## config.mk

```make
export PLATFORM = sky130hd
export DESIGN_NAME = clock_top
export DESIGN_NICKNAME = d
export VERILOG_FILES = /design/src/verilog/clock_pkg.sv /design/src/verilog/display_pkg.sv /design/src/verilog/time_set_if.sv /design/src/verilog/clock_top.sv /design/src/verilog/digit_scan.sv /design/src/verilog/mode_ctrl.sv /design/src/verilog/time_keeper.sv
export SDC_FILE = /design/constraint.sdc
export NUM_CORES = 1
export LEC_CHECK = 0
export ABC_AREA = 1
export ABC_CLOCK_PERIOD_IN_PS = 11500
export BUFFER_PORTS_ARGS = -buffer_cell sky130_fd_sc_hd__buf_2
export CAP_MARGIN = 10
export CORE_UTILIZATION = 50
export CTS_BUF_LIST = sky130_fd_sc_hd__clkbuf_4 sky130_fd_sc_hd__clkbuf_8
export DETAILED_ROUTE_END_ITERATION = 7
export MAX_ROUTING_LAYER = met4
export PLACE_DENSITY = 0.66
export SETUP_SLACK_MARGIN = 0.05
export SKIP_CTS_REPAIR_TIMING = 1
export SYNTH_ARGS = -nofsm -noshare
export SYNTH_HDL_FRONTEND = slang
export SYNTH_HIERARCHICAL = 1
export SYNTH_SLANG_ARGS = --single-unit
```

## constraint.sdc

```tcl
create_clock -name clk -period 11.5 [get_ports clk]
set_clock_uncertainty 0.2 [all_clocks]
set_input_delay 1.15 -clock clk [delete_from_list [all_inputs] [get_ports clk]]
set_output_delay 1.15 -clock clk [all_outputs]
set_load 0.02 [all_outputs]
```

## src/verilog/clock_pkg.sv

```systemverilog
package clock_pkg;

	// one hours, minutes or seconds value
	typedef logic [5:0] field_t;

	typedef enum logic [1:0] {
		CLOCK_MODE = 2'd0,	// running clock
		SETUP_MODE = 2'd1,	// time frozen, buttons set it
		ALARM_MODE = 2'd2	// buttons set the alarm
	} mode_t;

	// field that the increment button changes
	typedef enum logic [1:0] {
		POS_SEC = 2'd0,
		POS_MIN = 2'd1,
		POS_HR  = 2'd2
	} pos_t;

	// ------------------------------
	// field limits
	// ------------------------------
	localparam field_t SEC_MAX = 6'd59;
	localparam field_t MIN_MAX = 6'd59;
	localparam field_t HR_MAX  = 6'd23;	// 24 hour count

endpackage

```

## src/verilog/display_pkg.sv

```systemverilog
package display_pkg;

	typedef logic [3:0] digit_t;	// decimal digit
	typedef logic [6:0] seg_t;	// {a, b, c, d, e, f, g}, high lights

	localparam int NUM_DIGITS = 6;

	// low selects the digit
	typedef logic [NUM_DIGITS-1:0] seg_enb_t;

	localparam seg_t SEG_BLANK = 7'b000_0000;

	// ------------------------------
	// patterns by digit code
	// ------------------------------
	localparam seg_t SEG_DIGIT [16] = '{
		7'b111_1110, 7'b011_0000, 7'b110_1101, 7'b111_1001,	// 0 to 3
		7'b011_0011, 7'b101_1011, 7'b101_1111, 7'b111_0000,	// 4 to 7
		7'b111_1111, 7'b111_0011,				// 8 and 9
		SEG_BLANK, SEG_BLANK, SEG_BLANK,			// codes above 9 stay dark
		SEG_BLANK, SEG_BLANK, SEG_BLANK
	};

endpackage

```

## src/verilog/time_set_if.sv

```systemverilog
`timescale 1ns/1ps

interface time_set_if
	import clock_pkg::*;
();

	mode_t	mode;
	logic	sec_inc;
	logic	min_inc;
	logic	hr_inc;
	logic	alm_sec_inc;
	logic	alm_min_inc;
	logic	alm_hr_inc;

	modport ctrl (output mode, sec_inc, min_inc, hr_inc, alm_sec_inc, alm_min_inc, alm_hr_inc);
	modport keeper (input mode, sec_inc, min_inc, hr_inc, alm_sec_inc, alm_min_inc, alm_hr_inc);

endinterface

```

## src/verilog/clock_top.sv

```systemverilog
`timescale 1ns/1ps

module clock_top
	import clock_pkg::*, display_pkg::*;
#(
	parameter int TICK_DIV = 50_000_000,	// clk cycles per second
	parameter int SCAN_DIV = 5_000		// clk cycles per digit
) (
	input  logic		clk,
	input  logic		rst_n,
	input  logic		i_btn_mode,
	input  logic		i_btn_pos,
	input  logic		i_btn_inc,
	input  logic		i_btn_alm_en,
	output seg_t		o_seg,
	output seg_enb_t	o_seg_enb,
	output logic		o_alarm
);

	logic	alm_en;
	field_t	disp_hr;
	field_t	disp_min;
	field_t	disp_sec;

	time_set_if set_bus ();

	// ------------------------------
	// buttons to strobes
	// ------------------------------
	mode_ctrl u_mode_ctrl (
		.clk		(clk),
		.rst_n		(rst_n),
		.i_btn_mode	(i_btn_mode),
		.i_btn_pos	(i_btn_pos),
		.i_btn_inc	(i_btn_inc),
		.i_btn_alm_en	(i_btn_alm_en),
		.o_alm_en	(alm_en),
		.set_bus	(set_bus.ctrl)
	);

	time_keeper #(
		.TICK_DIV	(TICK_DIV)
	) u_time_keeper (
		.clk		(clk),
		.rst_n		(rst_n),
		.i_alm_en	(alm_en),
		.set_bus	(set_bus.keeper),
		.o_hr		(disp_hr),
		.o_min		(disp_min),
		.o_sec		(disp_sec),
		.o_alarm	(o_alarm)
	);

	// display scan
	digit_scan #(
		.SCAN_DIV	(SCAN_DIV)
	) u_digit_scan (
		.clk		(clk),
		.rst_n		(rst_n),
		.i_hr		(disp_hr),
		.i_min		(disp_min),
		.i_sec		(disp_sec),
		.o_seg		(o_seg),
		.o_seg_enb	(o_seg_enb)
	);

endmodule

```

## src/verilog/digit_scan.sv

```systemverilog
`timescale 1ns/1ps

module digit_scan
	import clock_pkg::*, display_pkg::*;
#(
	parameter int SCAN_DIV = 5_000
) (
	input  logic		clk,
	input  logic		rst_n,
	input  field_t		i_hr,
	input  field_t		i_min,
	input  field_t		i_sec,
	output seg_t		o_seg,
	output seg_enb_t	o_seg_enb
);

	localparam int SCAN_W = (SCAN_DIV > 1) ? $clog2(SCAN_DIV) : 1;
	localparam int IDX_W  = $clog2(NUM_DIGITS);

	logic [SCAN_W-1:0]	scan_cnt;
	logic			scan_en;
	logic [IDX_W-1:0]	idx;
	digit_t			digits [NUM_DIGITS];
	digit_t			sel;

	// ------------------------------
	// tens and ones per field
	// ------------------------------
	assign digits[0] = digit_t'(i_sec % 6'd10);
	assign digits[1] = digit_t'(i_sec / 6'd10);
	assign digits[2] = digit_t'(i_min % 6'd10);
	assign digits[3] = digit_t'(i_min / 6'd10);
	assign digits[4] = digit_t'(i_hr % 6'd10);
	assign digits[5] = digit_t'(i_hr / 6'd10);	// hours tens, leftmost

	// ------------------------------
	// scan rotation
	// ------------------------------
	assign scan_en = (scan_cnt == SCAN_W'(SCAN_DIV - 1));

	always_ff @(posedge clk or negedge rst_n) begin
		if (!rst_n) begin
			scan_cnt <= '0;
		end else if (scan_en) begin
			scan_cnt <= '0;
		end else begin
			scan_cnt <= scan_cnt + 1'b1;
		end
	end

	always_ff @(posedge clk or negedge rst_n) begin
		if (!rst_n) begin
			idx <= '0;
		end else if (scan_en) begin
			if (idx == IDX_W'(NUM_DIGITS - 1)) begin
				idx <= '0;
			end else begin
				idx <= idx + 1'b1;
			end
		end
	end

	// selected digit and its pattern
	assign sel       = digits[idx];
	assign o_seg     = SEG_DIGIT[sel];
	assign o_seg_enb = ~(seg_enb_t'(1) << idx);	// one low bit

endmodule

```

## src/verilog/mode_ctrl.sv

```systemverilog
`timescale 1ns/1ps

module mode_ctrl
	import clock_pkg::*;
(
	input  logic		clk,
	input  logic		rst_n,
	input  logic		i_btn_mode,
	input  logic		i_btn_pos,
	input  logic		i_btn_inc,
	input  logic		i_btn_alm_en,
	output logic		o_alm_en,
	time_set_if.ctrl	set_bus
);

	localparam int BTN_MODE = 0;
	localparam int BTN_POS  = 1;
	localparam int BTN_INC  = 2;
	localparam int BTN_ALM  = 3;

	logic [3:0]	btn_raw;
	logic [3:0]	btn_sync1;
	logic [3:0]	btn_sync2;
	logic [3:0]	btn_dly;
	logic [3:0]	press;
	mode_t		mode;
	pos_t		pos;
	logic		alm_en;

	// ------------------------------
	// button synchronizers
	// ------------------------------
	assign btn_raw = {i_btn_alm_en, i_btn_inc, i_btn_pos, i_btn_mode};

	always_ff @(posedge clk or negedge rst_n) begin
		if (!rst_n) begin
			btn_sync1 <= '0;
			btn_sync2 <= '0;
			btn_dly   <= '0;
		end else begin
			btn_sync1 <= btn_raw;
			btn_sync2 <= btn_sync1;
			btn_dly   <= btn_sync2;	// edge detect
		end
	end

	assign press = btn_sync2 & ~btn_dly;	// one cycle per rising edge

	// ------------------------------
	// mode, position, alarm enable
	// ------------------------------
	always_ff @(posedge clk or negedge rst_n) begin
		if (!rst_n) begin
			mode   <= CLOCK_MODE;
			pos    <= POS_SEC;
			alm_en <= 1'b0;
		end else begin
			if (press[BTN_MODE]) begin
				case (mode)
					CLOCK_MODE: mode <= SETUP_MODE;
					SETUP_MODE: mode <= ALARM_MODE;
					default:    mode <= CLOCK_MODE;
				endcase
			end
			if (press[BTN_POS]) begin
				case (pos)
					POS_SEC: pos <= POS_MIN;
					POS_MIN: pos <= POS_HR;
					default: pos <= POS_SEC;
				endcase
			end
			if (press[BTN_ALM]) begin
				alm_en <= ~alm_en;
			end
		end
	end

	assign o_alm_en     = alm_en;
	assign set_bus.mode = mode;

	// increment press goes to exactly one field
	always_comb begin
		set_bus.sec_inc     = 1'b0;
		set_bus.min_inc     = 1'b0;
		set_bus.hr_inc      = 1'b0;
		set_bus.alm_sec_inc = 1'b0;
		set_bus.alm_min_inc = 1'b0;
		set_bus.alm_hr_inc  = 1'b0;
		if (press[BTN_INC]) begin
			case (mode)
				SETUP_MODE: begin
					set_bus.sec_inc = (pos == POS_SEC);
					set_bus.min_inc = (pos == POS_MIN);
					set_bus.hr_inc  = (pos == POS_HR);
				end
				ALARM_MODE: begin
					set_bus.alm_sec_inc = (pos == POS_SEC);
					set_bus.alm_min_inc = (pos == POS_MIN);
					set_bus.alm_hr_inc  = (pos == POS_HR);
				end
				default: ;	// clock mode ignores it
			endcase
		end
	end

endmodule

```

## src/verilog/time_keeper.sv

```systemverilog
`timescale 1ns/1ps

module time_keeper
	import clock_pkg::*;
#(
	parameter int TICK_DIV = 50_000_000
) (
	input  logic		clk,
	input  logic		rst_n,
	input  logic		i_alm_en,
	time_set_if.keeper	set_bus,
	output field_t		o_hr,
	output field_t		o_min,
	output field_t		o_sec,
	output logic		o_alarm
);

	localparam int TICK_W = (TICK_DIV > 1) ? $clog2(TICK_DIV) : 1;

	logic [TICK_W-1:0]	tick_cnt;
	logic			tick;
	logic			adv;
	logic			sec_step;
	logic			min_step;
	logic			hr_step;
	logic			match;
	field_t			sec;
	field_t			min;
	field_t			hr;
	field_t			alm_sec;
	field_t			alm_min;
	field_t			alm_hr;

	function automatic field_t wrap_inc(input field_t val, input field_t max);
		return (val >= max) ? '0 : val + 6'd1;
	endfunction

	// ------------------------------
	// seconds tick
	// ------------------------------
	assign tick = (tick_cnt == TICK_W'(TICK_DIV - 1));

	always_ff @(posedge clk or negedge rst_n) begin
		if (!rst_n) begin
			tick_cnt <= '0;
		end else if (tick) begin
			tick_cnt <= '0;
		end else begin
			tick_cnt <= tick_cnt + 1'b1;
		end
	end

	// time frozen while being set
	assign adv = tick && (set_bus.mode != SETUP_MODE);

	// carry chain, strobes wrap without carry
	assign sec_step = adv || set_bus.sec_inc;
	assign min_step = (adv && (sec == SEC_MAX)) || set_bus.min_inc;
	assign hr_step  = (adv && (sec == SEC_MAX) && (min == MIN_MAX)) || set_bus.hr_inc;

	always_ff @(posedge clk or negedge rst_n) begin
		if (!rst_n) begin
			sec <= '0;
			min <= '0;
			hr  <= '0;
		end else begin
			if (sec_step) sec <= wrap_inc(sec, SEC_MAX);
			if (min_step) min <= wrap_inc(min, MIN_MAX);
			if (hr_step)  hr  <= wrap_inc(hr, HR_MAX);
		end
	end

	// ------------------------------
	// alarm time and match
	// ------------------------------
	always_ff @(posedge clk or negedge rst_n) begin
		if (!rst_n) begin
			alm_sec <= '0;
			alm_min <= '0;
			alm_hr  <= '0;
		end else begin
			if (set_bus.alm_sec_inc) alm_sec <= wrap_inc(alm_sec, SEC_MAX);
			if (set_bus.alm_min_inc) alm_min <= wrap_inc(alm_min, MIN_MAX);
			if (set_bus.alm_hr_inc)  alm_hr  <= wrap_inc(alm_hr, HR_MAX);
		end
	end

	assign match = (sec == alm_sec) && (min == alm_min) && (hr == alm_hr);

	always_ff @(posedge clk or negedge rst_n) begin
		if (!rst_n) begin
			o_alarm <= 1'b0;
		end else begin
			o_alarm <= i_alm_en && (match || o_alarm);	// held until disabled
		end
	end

	// display shows the alarm only while setting it
	always_comb begin
		if (set_bus.mode == ALARM_MODE) begin
			o_hr  = alm_hr;
			o_min = alm_min;
			o_sec = alm_sec;
		end else begin
			o_hr  = hr;
			o_min = min;
			o_sec = sec;
		end
	end

endmodule

```

==> impl_metrics.xml, run 1 <==
<?xml version="1.0" encoding="UTF-8"?>
<metrics>
  <group name="synthesis">
    <metric name="synthFlopType" unit="">sky130_fd_sc_hd__dfrtp_1</metric>
    <metric name="post_synth_mux_area_share" unit="">0</metric>
    <metric name="post_synth_fa_ha_maj_area_fraction" unit="">0.0353</metric>
    <metric name="synth.distinct_cells" unit="">47</metric>
    <metric name="register_bit_count_reported_by_yosys" unit="">96</metric>
    <metric name="post_synth_and_or_nand_nor_area_fraction" unit="">0.340</metric>
    <metric name="cell_area_after_synthesis" unit="um^2">6390</metric>
    <metric name="main_combinational_cell_family_by_area_after_synthesis" unit="">simple AND/OR/NAND/NOR gates</metric>
    <metric name="syn-mean-instance-area" unit="um^2">7.18</metric>
    <metric name="yosys_synthesis_warning_count" unit="">6</metric>
    <metric name="post_synthesis_net_count" unit="">914</metric>
    <metric name="synth_enable_flop_cells" unit="">0</metric>
    <metric name="synth-xor-area-share" unit="">0.0562</metric>
    <metric name="synth.yosys.seq_area_share" unit="">0.376</metric>
    <metric name="synth_compound_area_frac" unit="">0.0919</metric>
    <metric name="async_reset_ff_frac" unit="">1.00</metric>
    <metric name="syn_inst_count" unit="">890</metric>
  </group>
  <group name="setup_path">
    <metric name="critPathCaptureType" unit="">primary output</metric>
    <metric name="critical_path.startpoint_type" unit="">flip-flop</metric>
    <metric name="worst_reg2reg_path_startpoint" unit="">u_time_keeper/tick_cnt[0]</metric>
    <metric name="startpoint" unit="">u_mode_ctrl/set_bus.mode[1]</metric>
    <metric name="critical_path_class" unit="">reg2out</metric>
    <metric name="cp_data_required_time" unit="ps">10150</metric>
    <metric name="cp_data_arrival_time" unit="ps">4070</metric>
    <metric name="critical_path_peak_fanout" unit="">36</metric>
    <metric name="regToRegSetupSlack" unit="ps">9060</metric>
    <metric name="reg2regPathDepth" unit="">9</metric>
    <metric name="endpoint_of_the_worst_register_to_register_path" unit="">u_time_keeper/sec[1]</metric>
    <metric name="worst_setup_path_endpoint" unit="">o_seg[6]</metric>
  </group>
  <group name="global_routing">
    <metric name="wire_length_of_the_first_global_routing_pass" unit="mm">23.2</metric>
    <metric name="grt_overflow" unit="">0</metric>
    <metric name="first_global_vias" unit="">5177</metric>
    <metric name="antenna_found_initial" unit="">0</metric>
    <metric name="grt_max_degree" unit="">68</metric>
    <metric name="grt.total_usage" unit="">0.228</metric>
  </group>
  <group name="cts">
    <metric name="clk_pin_slew_worst_paths" unit="ps">80</metric>
    <metric name="insertion_delay" unit="ps">380</metric>
    <metric name="cts-buffers-inserted" unit="">9</metric>
    <metric name="cts.sinks" unit="">96</metric>
    <metric name="clockBufferDepth" unit="">2</metric>
    <metric name="cts_htree_levels" unit="">3</metric>
    <metric name="tritoncts" unit="">yes</metric>
    <metric name="clk_root_buffer_cell" unit="">sky130_fd_sc_hd__clkbuf_8</metric>
  </group>
  <group name="placement">
    <metric name="cell_area_after_placement" unit="um^2">6660</metric>
    <metric name="finalWeightedCongestion" unit="">0.918</metric>
    <metric name="io_buffers" unit="">19</metric>
    <metric name="dp.cells" unit="">1070</metric>
    <metric name="hpwlAfterDp" unit="mm">10.3</metric>
  </group>
  <group name="sta">
    <metric name="period_share" unit="">0.471</metric>
    <metric name="period_needed" unit="ps">5420</metric>
    <metric name="final.hold.worst_slack" unit="ps">154</metric>
    <metric name="number_of_setup_violations_in_the_final_report" unit="">0</metric>
    <metric name="setup-tns-final" unit="ps">0</metric>
    <metric name="slew_violations" unit="">0</metric>
    <metric name="hold_viol_final" unit="">0</metric>
    <metric name="slew_headroom" unit="">0.451</metric>
    <metric name="clock.fmax" unit="GHz">0.185</metric>
    <metric name="worst_slew_pin_slew" unit="ps">824</metric>
    <metric name="setup_repair_after_global_routing_missed_its_margin" unit="">no</metric>
  </group>
  <group name="die">
    <metric name="floorplan.die.width" unit="um">115</metric>
    <metric name="die-area" unit="um^2">13200</metric>
    <metric name="initial_utilization" unit="">0.523</metric>
    <metric name="row_count" unit="">40</metric>
    <metric name="design.core.area" unit="um^2">12200</metric>
    <metric name="die_h" unit="um">115</metric>
    <metric name="i_o_pins" unit="">20</metric>
  </group>
  <group name="finish">
    <metric name="insertedDiodeCount" unit="">0</metric>
    <metric name="final_area" unit="um^2">6870</metric>
    <metric name="post_route_cells_drive_above_1_share" unit="">0.106</metric>
    <metric name="layout.cells.non_filler" unit="">1086</metric>
    <metric name="areaGrowthSynthToFinish" unit="%">7.64</metric>
    <metric name="final_net_count" unit="">937</metric>
  </group>
  <group name="route">
    <metric name="detail_route.first_pass.iterations" unit="">5</metric>
    <metric name="post_route_ant_nets" unit="">0</metric>
    <metric name="wire_per_inst" unit="um">12.3</metric>
    <metric name="drt_iter0_drc" unit="">351</metric>
    <metric name="routed-via-count" unit="">5494</metric>
    <metric name="drc_errors" unit="">0</metric>
    <metric name="avgViaCountPerCell" unit="">5.06</metric>
    <metric name="routed_wirelength" unit="mm">13.4</metric>
  </group>
  <group name="outcome">
    <metric name="run_status" unit="">finished clean</metric>
  </group>
  <group name="run">
    <metric name="maxCapViolations" unit="">0</metric>
  </group>
  <group name="hold_path">
    <metric name="worstHoldStart" unit="">u_mode_ctrl/btn_sync1[1]</metric>
    <metric name="min-delay-path-class" unit="">reg2reg</metric>
    <metric name="timing.hold.worst_path_depth" unit="">0</metric>
  </group>
  <group name="power">
    <metric name="static-leakage-power" unit="nW">3.43</metric>
    <metric name="p_per_area" unit="nW/um^2">148</metric>
    <metric name="vdd_drop_max" unit="uV">93.6</metric>
  </group>
</metrics>
## through the flow
stage | utilization | worst slack (ps) | total power (W)
6_report | 0.563 | 6080 | 0.00102
3_5_place_dp | 0.545 | 6500 | 0.000792
3_3_place_gp | 0.545 | 6710 | 0.000779
5_1_grt | 0.563 | 5660 | 0.00110
4_1_cts | 0.563 | 6070 | 0.00103
2_1_floorplan | - | 6880 | 0.000693
## cell families after synthesis
logic type | count (synthesis)
flops | 96
fa+ha+maj | 18
simple gates | 466
buf+inv | 168
xor+xnor | 41
compound gates | 101
## worst min path at each step
| stage | end | slack (ps) |
|---|---|---|
| after floorplan | u_mode_ctrl/btn_sync2[0] | 130 |
| after global placement | u_mode_ctrl/btn_sync2[2] | 130 |
| after detailed placement | u_mode_ctrl/btn_sync2[1] | 140 |
| after CTS | u_mode_ctrl/btn_sync2[1] | 160 |
| after global routing | u_mode_ctrl/btn_sync2[1] | 170 |
| final | u_mode_ctrl/btn_sync2[1] | 150 |
## critical path, stage by stage, from the launching register on
cell	delay [ps]
sky130_fd_sc_hd__dfrtp_1	420
sky130_fd_sc_hd__inv_1	70
sky130_fd_sc_hd__or2_2	500
sky130_fd_sc_hd__o21ai_0	660
sky130_fd_sc_hd__inv_2	70
sky130_fd_sc_hd__nand3_1	140
sky130_fd_sc_hd__nand2_1	100
sky130_fd_sc_hd__inv_2	100
sky130_fd_sc_hd__nand2_4	70
sky130_fd_sc_hd__nand2_2	70
sky130_fd_sc_hd__nand2_2	70
sky130_fd_sc_hd__inv_4	80
sky130_fd_sc_hd__nand2_4	60
sky130_fd_sc_hd__nand3_1	90
sky130_fd_sc_hd__nand3b_1	80
sky130_fd_sc_hd__a21oi_1	280
sky130_fd_sc_hd__inv_1	160
sky130_fd_sc_hd__ha_1	220
sky130_fd_sc_hd__inv_1	50
sky130_fd_sc_hd__nand3_1	70
sky130_fd_sc_hd__nand2_1	80
sky130_fd_sc_hd__nand2_1	50
sky130_fd_sc_hd__nand2_1	50
sky130_fd_sc_hd__buf_2	150
## flip-flops by register name, indices dropped and copies added, names as in the netlist
register,count
u_digit_scan/idx,3
u_mode_ctrl/o_alm_en,1
u_time_keeper/alm_sec,6
u_mode_ctrl/btn_dly,4
u_time_keeper/tick_cnt,26
u_time_keeper/alm_hr,6
u_time_keeper/hr,6
u_mode_ctrl/btn_sync2,4
u_time_keeper/min,6
u_time_keeper/o_alarm,1
u_time_keeper/sec,6
u_digit_scan/scan_cnt,13
u_mode_ctrl/btn_sync1,4
u_mode_ctrl/pos,2
u_mode_ctrl/set_bus.mode,2
u_time_keeper/alm_min,6
## cells in the final DEF, fill, tap and decap left out, types with 2 or more instances in the layout
cell type                  count
sky130_fd_sc_hd__buf_4         2
sky130_fd_sc_hd__nand2_1     195
sky130_fd_sc_hd__a21o_1        2
sky130_fd_sc_hd__a21oi_1      21
sky130_fd_sc_hd__or2_2         3
sky130_fd_sc_hd__ha_1         18
sky130_fd_sc_hd__buf_2        18
sky130_fd_sc_hd__nand2_4       7
sky130_fd_sc_hd__clkbuf_4      2
sky130_fd_sc_hd__o21ai_1       4
sky130_fd_sc_hd__nand3_1      68
sky130_fd_sc_hd__nand2_2      13
sky130_fd_sc_hd__nor2_1      111
sky130_fd_sc_hd__o21bai_1      3
sky130_fd_sc_hd__o22ai_1       4
sky130_fd_sc_hd__o21ai_0      49
sky130_fd_sc_hd__nand3_2       6
sky130_fd_sc_hd__o211ai_1      2
sky130_fd_sc_hd__xor2_1       35
sky130_fd_sc_hd__inv_2        12
sky130_fd_sc_hd__nor3b_1       2
sky130_fd_sc_hd__nor2_2        4
sky130_fd_sc_hd__nor3_1       23
sky130_fd_sc_hd__o21ai_2       4
sky130_fd_sc_hd__inv_1       146
sky130_fd_sc_hd__nand3b_1      8
sky130_fd_sc_hd__nor4_1        5
sky130_fd_sc_hd__xnor2_1       6
sky130_fd_sc_hd__a31oi_1       3
sky130_fd_sc_hd__nand4_1      12
sky130_fd_sc_hd__nor2_4        4
sky130_fd_sc_hd__clkbuf_8     11
sky130_fd_sc_hd__dfrtp_1      96
sky130_fd_sc_hd__o21a_1        2
## layer usage
layer	part of all wire	track usage
met5	0	-
met4	0.012	0.0701
met3	0.034	0.0427
met2	0.45	0.355
met1	0.50	0.301
## area by class of cell
cell class / instances / area, um^2
inverter: 160 / 603
timing repair buffer: 20 / 105
fill: 1176 / 5340
tap: 168 / 210
clock inverter: 3 / 47.5
sequential: 96 / 2400
multi-input combinational: 626 / 3340
clock buffer: 13 / 166
## Yosys cell counts, types with 2 or more instances
| cell type | instances | area [um^2] |
|---|---|---|
| sky130_fd_sc_hd__nand3_2 | 6 | 60.1 |
| sky130_fd_sc_hd__ha_1 | 18 | 225 |
| sky130_fd_sc_hd__xor2_1 | 35 | 307 |
| sky130_fd_sc_hd__nand2_2 | 13 | 81.3 |
| sky130_fd_sc_hd__nand2_4 | 7 | 78.8 |
| sky130_fd_sc_hd__nand3b_1 | 8 | 60.1 |
| sky130_fd_sc_hd__a31oi_1 | 3 | 18.8 |
| sky130_fd_sc_hd__nand2_1 | 195 | 732 |
| sky130_fd_sc_hd__nand3_1 | 68 | 340 |
| sky130_fd_sc_hd__nor2_4 | 4 | 45.0 |
| sky130_fd_sc_hd__nand4_1 | 12 | 75.1 |
| sky130_fd_sc_hd__a21o_1 | 2 | 15.0 |
| sky130_fd_sc_hd__inv_2 | 12 | 45.0 |
| sky130_fd_sc_hd__inv_1 | 146 | 548 |
| sky130_fd_sc_hd__or2_2 | 3 | 18.8 |
| sky130_fd_sc_hd__a21oi_1 | 21 | 105 |
| sky130_fd_sc_hd__xnor2_1 | 6 | 52.6 |
| sky130_fd_sc_hd__nor3b_1 | 2 | 15.0 |
| sky130_fd_sc_hd__o21ai_1 | 4 | 20.0 |
| sky130_fd_sc_hd__nor2_1 | 111 | 417 |
| sky130_fd_sc_hd__nor3_1 | 23 | 115 |
| sky130_fd_sc_hd__o211ai_1 | 2 | 15.0 |
| sky130_fd_sc_hd__o21ai_2 | 4 | 35.0 |
| sky130_fd_sc_hd__dfrtp_1 | 96 | 2400 |
| sky130_fd_sc_hd__nor4_1 | 5 | 31.3 |
| sky130_fd_sc_hd__o22ai_1 | 4 | 25.0 |
| sky130_fd_sc_hd__o21a_1 | 2 | 15.0 |
| sky130_fd_sc_hd__nor2_2 | 4 | 25.0 |
| sky130_fd_sc_hd__o21ai_0 | 49 | 245 |
| sky130_fd_sc_hd__clkbuf_1 | 6 | 22.5 |
| sky130_fd_sc_hd__o21bai_1 | 3 | 22.5 |
## power breakdown
group / leakage, nW / internal [W] / switching [W]
registers: 1.26 / 0.000367 / 0.0000450
logic: 2.05 / 0.000133 / 0.000239
clock network: 0.111 / 0.000119 / 0.000117
total: 3.43 / 0.000619 / 0.000401
(Power assumes the default switching activity.)
==> run 2, diff against run 1 <==
Settings changed: ABC_CLOCK_PERIOD_IN_PS 11500 to 5200.
Clock period 11.5 ns to 5.2 ns, I/O delays scaled along.
==> run 2 against run 1 <==
Effect of this change:
- count of clock-buffer cells in the layout down 4
- clock power up 110%
- core utilization down 0.092 points
- sequential power up 120%
- cell count about the same
- design area down 0.16%
- wire length down 0.18%
- first-iteration DRC count down 16%
- critical path depth down 2
- global-route usage up 0.33 points
==> impl_metrics.xml, run 2 (synthesized netlist as in run 1, its figures left out) <==
<?xml version="1.0" encoding="UTF-8"?>
<metrics>
  <group name="placement">
    <metric name="io_buffers" unit="">19</metric>
    <metric name="hpwlAfterDp" unit="mm">10.3</metric>
    <metric name="dp.cells" unit="">1070</metric>
    <metric name="finalWeightedCongestion" unit="">0.913</metric>
  </group>
  <group name="finish">
    <metric name="most-common-layout-cells" unit="">sky130_fd_sc_hd__nand2_1 (195), sky130_fd_sc_hd__inv_1 (146), sky130_fd_sc_hd__nor2_1 (111)</metric>
    <metric name="registers_with_the_most_flip_flops" unit="">u_time_keeper/tick_cnt (26), u_digit_scan/scan_cnt (13)</metric>
    <metric name="largest_register_ff_count" unit="">26</metric>
    <metric name="layout.cells.non_filler" unit="">1087</metric>
    <metric name="insertedDiodeCount" unit="">0</metric>
    <metric name="post_route_cells_drive_above_1_share" unit="">0.106</metric>
    <metric name="registers.top_by_ff_count" unit="">u_time_keeper/tick_cnt</metric>
    <metric name="layout.cells.most_common" unit="">sky130_fd_sc_hd__nand2_1</metric>
    <metric name="areaGrowthSynthToFinish" unit="%">7.46</metric>
    <metric name="layout.core_utilization" unit="">0.562</metric>
    <metric name="final_net_count" unit="">938</metric>
  </group>
  <group name="power">
    <metric name="static-leakage-power" unit="nW">3.42</metric>
    <metric name="report.power.total" unit="W">0.00223</metric>
    <metric name="vdd_drop_max" unit="uV">247</metric>
    <metric name="p_per_area" unit="nW/um^2">324</metric>
  </group>
  <group name="setup_path">
    <metric name="cp_data_arrival_time" unit="ps">3940</metric>
    <metric name="critical_path_class" unit="">reg2out</metric>
    <metric name="cp_data_required_time" unit="ps">4480</metric>
    <metric name="critical_path.startpoint_type" unit="">flip-flop</metric>
    <metric name="critical_path_peak_fanout" unit="">36</metric>
    <metric name="critPathCaptureType" unit="">primary output</metric>
  </group>
  <group name="sta">
    <metric name="worst_slew_pin_slew" unit="ps">720</metric>
    <metric name="hold_viol_final" unit="">0</metric>
    <metric name="slew_violations" unit="">0</metric>
    <metric name="period_needed" unit="ps">4660</metric>
    <metric name="setup_repair_after_global_routing_missed_its_margin" unit="">no</metric>
    <metric name="slew_headroom" unit="">0.516</metric>
    <metric name="period_share" unit="">0.897</metric>
    <metric name="setup-tns-final" unit="ps">0</metric>
    <metric name="number_of_setup_violations_in_the_final_report" unit="">0</metric>
    <metric name="clock.fmax" unit="GHz">0.214</metric>
  </group>
  <group name="cts">
    <metric name="insertion_delay" unit="ps">380</metric>
    <metric name="clockBufferDepth" unit="">2</metric>
    <metric name="cts.sinks" unit="">96</metric>
    <metric name="clk_root_buffer_cell" unit="">sky130_fd_sc_hd__clkbuf_8</metric>
    <metric name="tritoncts" unit="">yes</metric>
    <metric name="cts_htree_levels" unit="">3</metric>
    <metric name="clk_pin_slew_worst_paths" unit="ps">100</metric>
    <metric name="cts-buffers-inserted" unit="">9</metric>
  </group>
  <group name="route">
    <metric name="avgViaCountPerCell" unit="">5.10</metric>
    <metric name="drt_iter0_drc" unit="">294</metric>
    <metric name="routed_wirelength" unit="mm">13.4</metric>
    <metric name="post_route_ant_nets" unit="">0</metric>
    <metric name="wire_per_inst" unit="um">12.3</metric>
    <metric name="route.met3.wl" unit="um">446</metric>
    <metric name="drc_errors" unit="">0</metric>
    <metric name="route.top_layer_used" unit="">met4</metric>
    <metric name="detail_route.first_pass.iterations" unit="">5</metric>
    <metric name="routed-via-count" unit="">5542</metric>
    <metric name="met1_length" unit="mm">6.49</metric>
    <metric name="route.met2.wl" unit="mm">6.25</metric>
  </group>
  <group name="outcome">
    <metric name="run_status" unit="">finished clean</metric>
  </group>
  <group name="global_routing">
    <metric name="grt_max_degree" unit="">54</metric>
    <metric name="antenna_found_initial" unit="">0</metric>
    <metric name="grt_overflow" unit="">0</metric>
    <metric name="wire_length_of_the_first_global_routing_pass" unit="mm">23.7</metric>
    <metric name="first_global_vias" unit="">5261</metric>
    <metric name="grt.total_usage" unit="">0.231</metric>
  </group>
  <group name="hold_path">
    <metric name="min-delay-path-class" unit="">in2reg</metric>
  </group>
  <group name="die">
    <metric name="i_o_pins" unit="">20</metric>
    <metric name="design.core.area" unit="um^2">12200</metric>
    <metric name="row_count" unit="">40</metric>
    <metric name="initial_utilization" unit="">0.523</metric>
    <metric name="die_h" unit="um">115</metric>
    <metric name="die-area" unit="um^2">13200</metric>
    <metric name="floorplan.die.width" unit="um">115</metric>
  </group>
  <group name="run">
    <metric name="maxCapViolations" unit="">0</metric>
  </group>
</metrics>
-- run 2: layout make-up --
type / count / area (um^2)
inverters: 160 / 603
fillers: 1191 / 5350
multi-input cells: 626 / 3340
clock buffers: 9 / 124
repair buffers: 21 / 115
flip-flops and latches: 96 / 2400
clock inverters: 7 / 68.8
well taps: 168 / 210
-- run 2: worst paths after layout --
check,cells after the start,slack [ps],from,endpoint
worst max-delay path,21,540,u_mode_ctrl/set_bus.mode[1],o_seg[6]
worst min-delay path,1,40,i_btn_inc,u_mode_ctrl/btn_sync1[2]
worst max register to register,9,2770,u_time_keeper/tick_cnt[0],u_time_keeper/sec[1]
worst min register to register,0,160,u_mode_ctrl/btn_sync1[2],u_mode_ctrl/btn_sync2[2]
max in group asynchronous,3,3260,rst_n,u_digit_scan/scan_cnt[8]
min in group asynchronous,2,470,rst_n,u_time_keeper/tick_cnt[6]
-- run 2: power breakdown --
| part | switching [W] | leakage (nW) | total [W] | internal (W) |
|---|---|---|---|---|
| clock network | 0.000295 | 0.100 | 0.000484 | 0.000189 |
| logic | 0.000534 | 2.05 | 0.000829 | 0.000296 |
| registers | 0.000101 | 1.26 | 0.000913 | 0.000812 |
-- run 2: metrics by stage --
stage | hold WS (ps) | instance area [um^2] | setup WS, ps
finish | 38.8 | 6860 | 536
global route | 14.4 | 6860 | 91.5
CTS | -75.0 | 6850 | 400
detailed placement | 136 | 6660 | 844
global placement | 133 | 6660 | 1030
floorplan | 24.4 | 6390 | 1210
-- run 2: layer usage --
metal | GRT usage | up-vias
met5 | - | -
met4 | 0.0615 | 0
met3 | 0.0380 | 16
met2 | 0.379 | 92
met1 | 0.296 | 2576
li1 | - | 2858
-- run 2: worst max-delay path, cell delays in order (launching register included) --
cell,delay (ps)
sky130_fd_sc_hd__dfrtp_1,430
sky130_fd_sc_hd__inv_1,70
sky130_fd_sc_hd__or2_2,510
sky130_fd_sc_hd__o21ai_0,440
sky130_fd_sc_hd__inv_1,150
sky130_fd_sc_hd__nand3_2,130
sky130_fd_sc_hd__nand4_2,170
sky130_fd_sc_hd__nand3_1,160
sky130_fd_sc_hd__nand2_2,90
sky130_fd_sc_hd__inv_4,70
sky130_fd_sc_hd__nand2_4,60
sky130_fd_sc_hd__nand3_1,90
sky130_fd_sc_hd__nand3b_1,80
sky130_fd_sc_hd__a21oi_1,290
sky130_fd_sc_hd__inv_1,160
sky130_fd_sc_hd__ha_1,220
sky130_fd_sc_hd__inv_1,50
sky130_fd_sc_hd__nand3_1,70
sky130_fd_sc_hd__nand2_1,70
sky130_fd_sc_hd__nand2_1,50
sky130_fd_sc_hd__nand2_1,50
sky130_fd_sc_hd__buf_2,150
==> run 3, diff against run 2 <==
Settings changed: PLACE_DENSITY 0.66 to 0.75.
==> run 3 against run 2 <==
Effect of this change:
- die area did not move
- wire length decreased by 4.7%
- non-clock buffer count did not move
- clock power up 15%
- largest cell class unchanged
==> impl_metrics.xml, run 3 (synthesized netlist as in run 1, its figures left out) <==
<?xml version="1.0" encoding="UTF-8"?>
<metrics>
  <group name="outcome">
    <metric name="run_status" unit="">finished clean</metric>
  </group>
  <group name="die">
    <metric name="i_o_pins" unit="">20</metric>
    <metric name="die_h" unit="um">115</metric>
    <metric name="die-area" unit="um^2">13200</metric>
    <metric name="row_count" unit="">40</metric>
    <metric name="design.core.area" unit="um^2">12200</metric>
    <metric name="floorplan.die.width" unit="um">115</metric>
    <metric name="initial_utilization" unit="">0.523</metric>
  </group>
  <group name="sta">
    <metric name="hold_viol_final" unit="">0</metric>
    <metric name="slew_headroom" unit="">0.461</metric>
    <metric name="setup_repair_after_global_routing_missed_its_margin" unit="">no</metric>
    <metric name="clock.fmax" unit="GHz">0.214</metric>
    <metric name="period_needed" unit="ps">4670</metric>
    <metric name="slew_violations" unit="">0</metric>
    <metric name="period_share" unit="">0.899</metric>
    <metric name="worst_slew_pin_slew" unit="ps">802</metric>
    <metric name="number_of_setup_violations_in_the_final_report" unit="">0</metric>
    <metric name="setup-tns-final" unit="ps">0</metric>
  </group>
  <group name="finish">
    <metric name="layout.cells.most_common" unit="">sky130_fd_sc_hd__nand2_1</metric>
    <metric name="registers_with_the_most_flip_flops" unit="">u_time_keeper/tick_cnt (26), u_digit_scan/scan_cnt (13)</metric>
    <metric name="registers.top_by_ff_count" unit="">u_time_keeper/tick_cnt</metric>
    <metric name="n_fill_cell" unit="">1166</metric>
    <metric name="insertedDiodeCount" unit="">0</metric>
    <metric name="post_route_cells_drive_above_1_share" unit="">0.105</metric>
    <metric name="final_net_count" unit="">938</metric>
    <metric name="areaGrowthSynthToFinish" unit="%">7.97</metric>
    <metric name="most-common-layout-cells" unit="">sky130_fd_sc_hd__nand2_1 (195), sky130_fd_sc_hd__inv_1 (146), sky130_fd_sc_hd__nor2_1 (111)</metric>
    <metric name="largest_register_ff_count" unit="">26</metric>
  </group>
  <group name="global_routing">
    <metric name="grt_overflow" unit="">0</metric>
    <metric name="grt_max_degree" unit="">54</metric>
    <metric name="grt.total_usage" unit="">0.218</metric>
    <metric name="first_global_vias" unit="">5056</metric>
    <metric name="wire_length_of_the_first_global_routing_pass" unit="mm">22.2</metric>
    <metric name="antenna_found_initial" unit="">0</metric>
  </group>
  <group name="route">
    <metric name="detail_route.first_pass.iterations" unit="">5</metric>
    <metric name="drt_iter0_drc" unit="">359</metric>
    <metric name="post_route_ant_nets" unit="">0</metric>
    <metric name="wire_per_inst" unit="um">11.7</metric>
    <metric name="drc_errors" unit="">0</metric>
    <metric name="avgViaCountPerCell" unit="">5.00</metric>
    <metric name="routed-via-count" unit="">5425</metric>
    <metric name="routed_wirelength" unit="mm">12.7</metric>
  </group>
  <group name="setup_path">
    <metric name="critPathCaptureType" unit="">primary output</metric>
    <metric name="critical_path_peak_fanout" unit="">36</metric>
    <metric name="critical_path_class" unit="">reg2out</metric>
    <metric name="cp_data_arrival_time" unit="ps">3950</metric>
    <metric name="cp_data_required_time" unit="ps">4480</metric>
    <metric name="critical_path.startpoint_type" unit="">flip-flop</metric>
    <metric name="reg2regPathDepth" unit="">9</metric>
  </group>
  <group name="hold_path">
    <metric name="timing.hold.worst_path_depth" unit="">1</metric>
    <metric name="min-delay-path-class" unit="">in2reg</metric>
  </group>
  <group name="power">
    <metric name="report.power.total" unit="W">0.00229</metric>
    <metric name="p_per_area" unit="nW/um^2">332</metric>
    <metric name="vdd_drop_max" unit="uV">364</metric>
    <metric name="static-leakage-power" unit="nW">3.43</metric>
  </group>
  <group name="cts">
    <metric name="cts_htree_levels" unit="">3</metric>
    <metric name="insertion_delay" unit="ps">380</metric>
    <metric name="clk_root_buffer_cell" unit="">sky130_fd_sc_hd__clkbuf_8</metric>
    <metric name="cts.sinks" unit="">96</metric>
    <metric name="clockBufferDepth" unit="">2</metric>
    <metric name="clk_pin_slew_worst_paths" unit="ps">100</metric>
    <metric name="cts-buffers-inserted" unit="">9</metric>
    <metric name="tritoncts" unit="">yes</metric>
  </group>
  <group name="placement">
    <metric name="hpwlAfterDp" unit="mm">9.61</metric>
    <metric name="io_buffers" unit="">19</metric>
    <metric name="finalWeightedCongestion" unit="">0.866</metric>
  </group>
  <group name="run">
    <metric name="maxCapViolations" unit="">0</metric>
  </group>
</metrics>
run 3: cell types whose count changed in the layout (fill, tap and decap cells not counted), sizes merged:
cell      previous run  this run
bufinv               0         2
inv                164       161
clkinvlp             0         1
clkbuf               9        10
clkinv               3         1
run 3: final cells by class:
type | count | area (um^2) | area share
inverters | 160 | 603 | 0.0875
repair buffers | 21 | 115 | 0.0167
clock inverters | 5 | 87.6 | 0.0127
multi-input cells | 626 | 3340 | 0.484
flip-flops and latches | 96 | 2400 | 0.348
well taps | 168 | 210 | 0.0305
clock buffers | 10 | 138 | 0.0200
run 3: path summary, 6_finish.rpt:
path                                              from                         end  slack (ps)
min                                          i_btn_inc    u_mode_ctrl/btn_sync1[2]          40
min in group asynchronous                        rst_n  u_time_keeper/tick_cnt[25]         450
min reg2reg                   u_mode_ctrl/btn_sync1[3]    u_mode_ctrl/btn_sync2[3]         160
max                        u_mode_ctrl/set_bus.mode[1]                    o_seg[6]         530
max reg2reg                  u_time_keeper/tick_cnt[0]        u_time_keeper/sec[4]        2750
max in group asynchronous                        rst_n    u_digit_scan/scan_cnt[8]        3260
run 3: through the flow:
step	hold WS, ps	setup WS, ps	cell area (um^2)	util	cells
global placement	134	1030	6660	0.545	1070
detailed placement	136	936	6660	0.545	1070
CTS	-90.0	501	6890	0.564	1085
global route	17.2	113	6900	0.565	1086
finish	37.7	527	6900	0.565	1086
floorplan	24.4	1210	6390	-	890
run 3: metal layers:
metal	vias up	share of wire	GRT usage
met5	-	0	-
met4	0	0.0079	0.0649
met3	10	0.032	0.0416
met2	73	0.47	0.352
met1	2484	0.49	0.277
li1	2858	-	-
run 3: worst max-delay path: stages, from the launching register on:
cell and delay, ps:
sky130_fd_sc_hd__dfrtp_1 420, sky130_fd_sc_hd__inv_1 70, sky130_fd_sc_hd__or2_2 490, sky130_fd_sc_hd__o21ai_0 620
sky130_fd_sc_hd__nand3_2 190, sky130_fd_sc_hd__nand2_2 110, sky130_fd_sc_hd__inv_2 40, sky130_fd_sc_hd__nand2_1 40
sky130_fd_sc_hd__nand2_1 60, sky130_fd_sc_hd__nand2_2 60, sky130_fd_sc_hd__nand2_2 60, sky130_fd_sc_hd__inv_4 70
sky130_fd_sc_hd__nand2_4 60, sky130_fd_sc_hd__nand3_1 90, sky130_fd_sc_hd__nand3b_1 80, sky130_fd_sc_hd__a21oi_1 280
sky130_fd_sc_hd__inv_1 160, sky130_fd_sc_hd__ha_1 220, sky130_fd_sc_hd__inv_1 50, sky130_fd_sc_hd__nand3_1 70
sky130_fd_sc_hd__nand2_1 80, sky130_fd_sc_hd__nand2_1 50, sky130_fd_sc_hd__nand2_1 50, sky130_fd_sc_hd__buf_2 150
run 3: report_power, final:
part,switching [W],internal (W)
registers,0.0000970,0.000812
logic,0.000529,0.000294
clock network,0.000271,0.000286
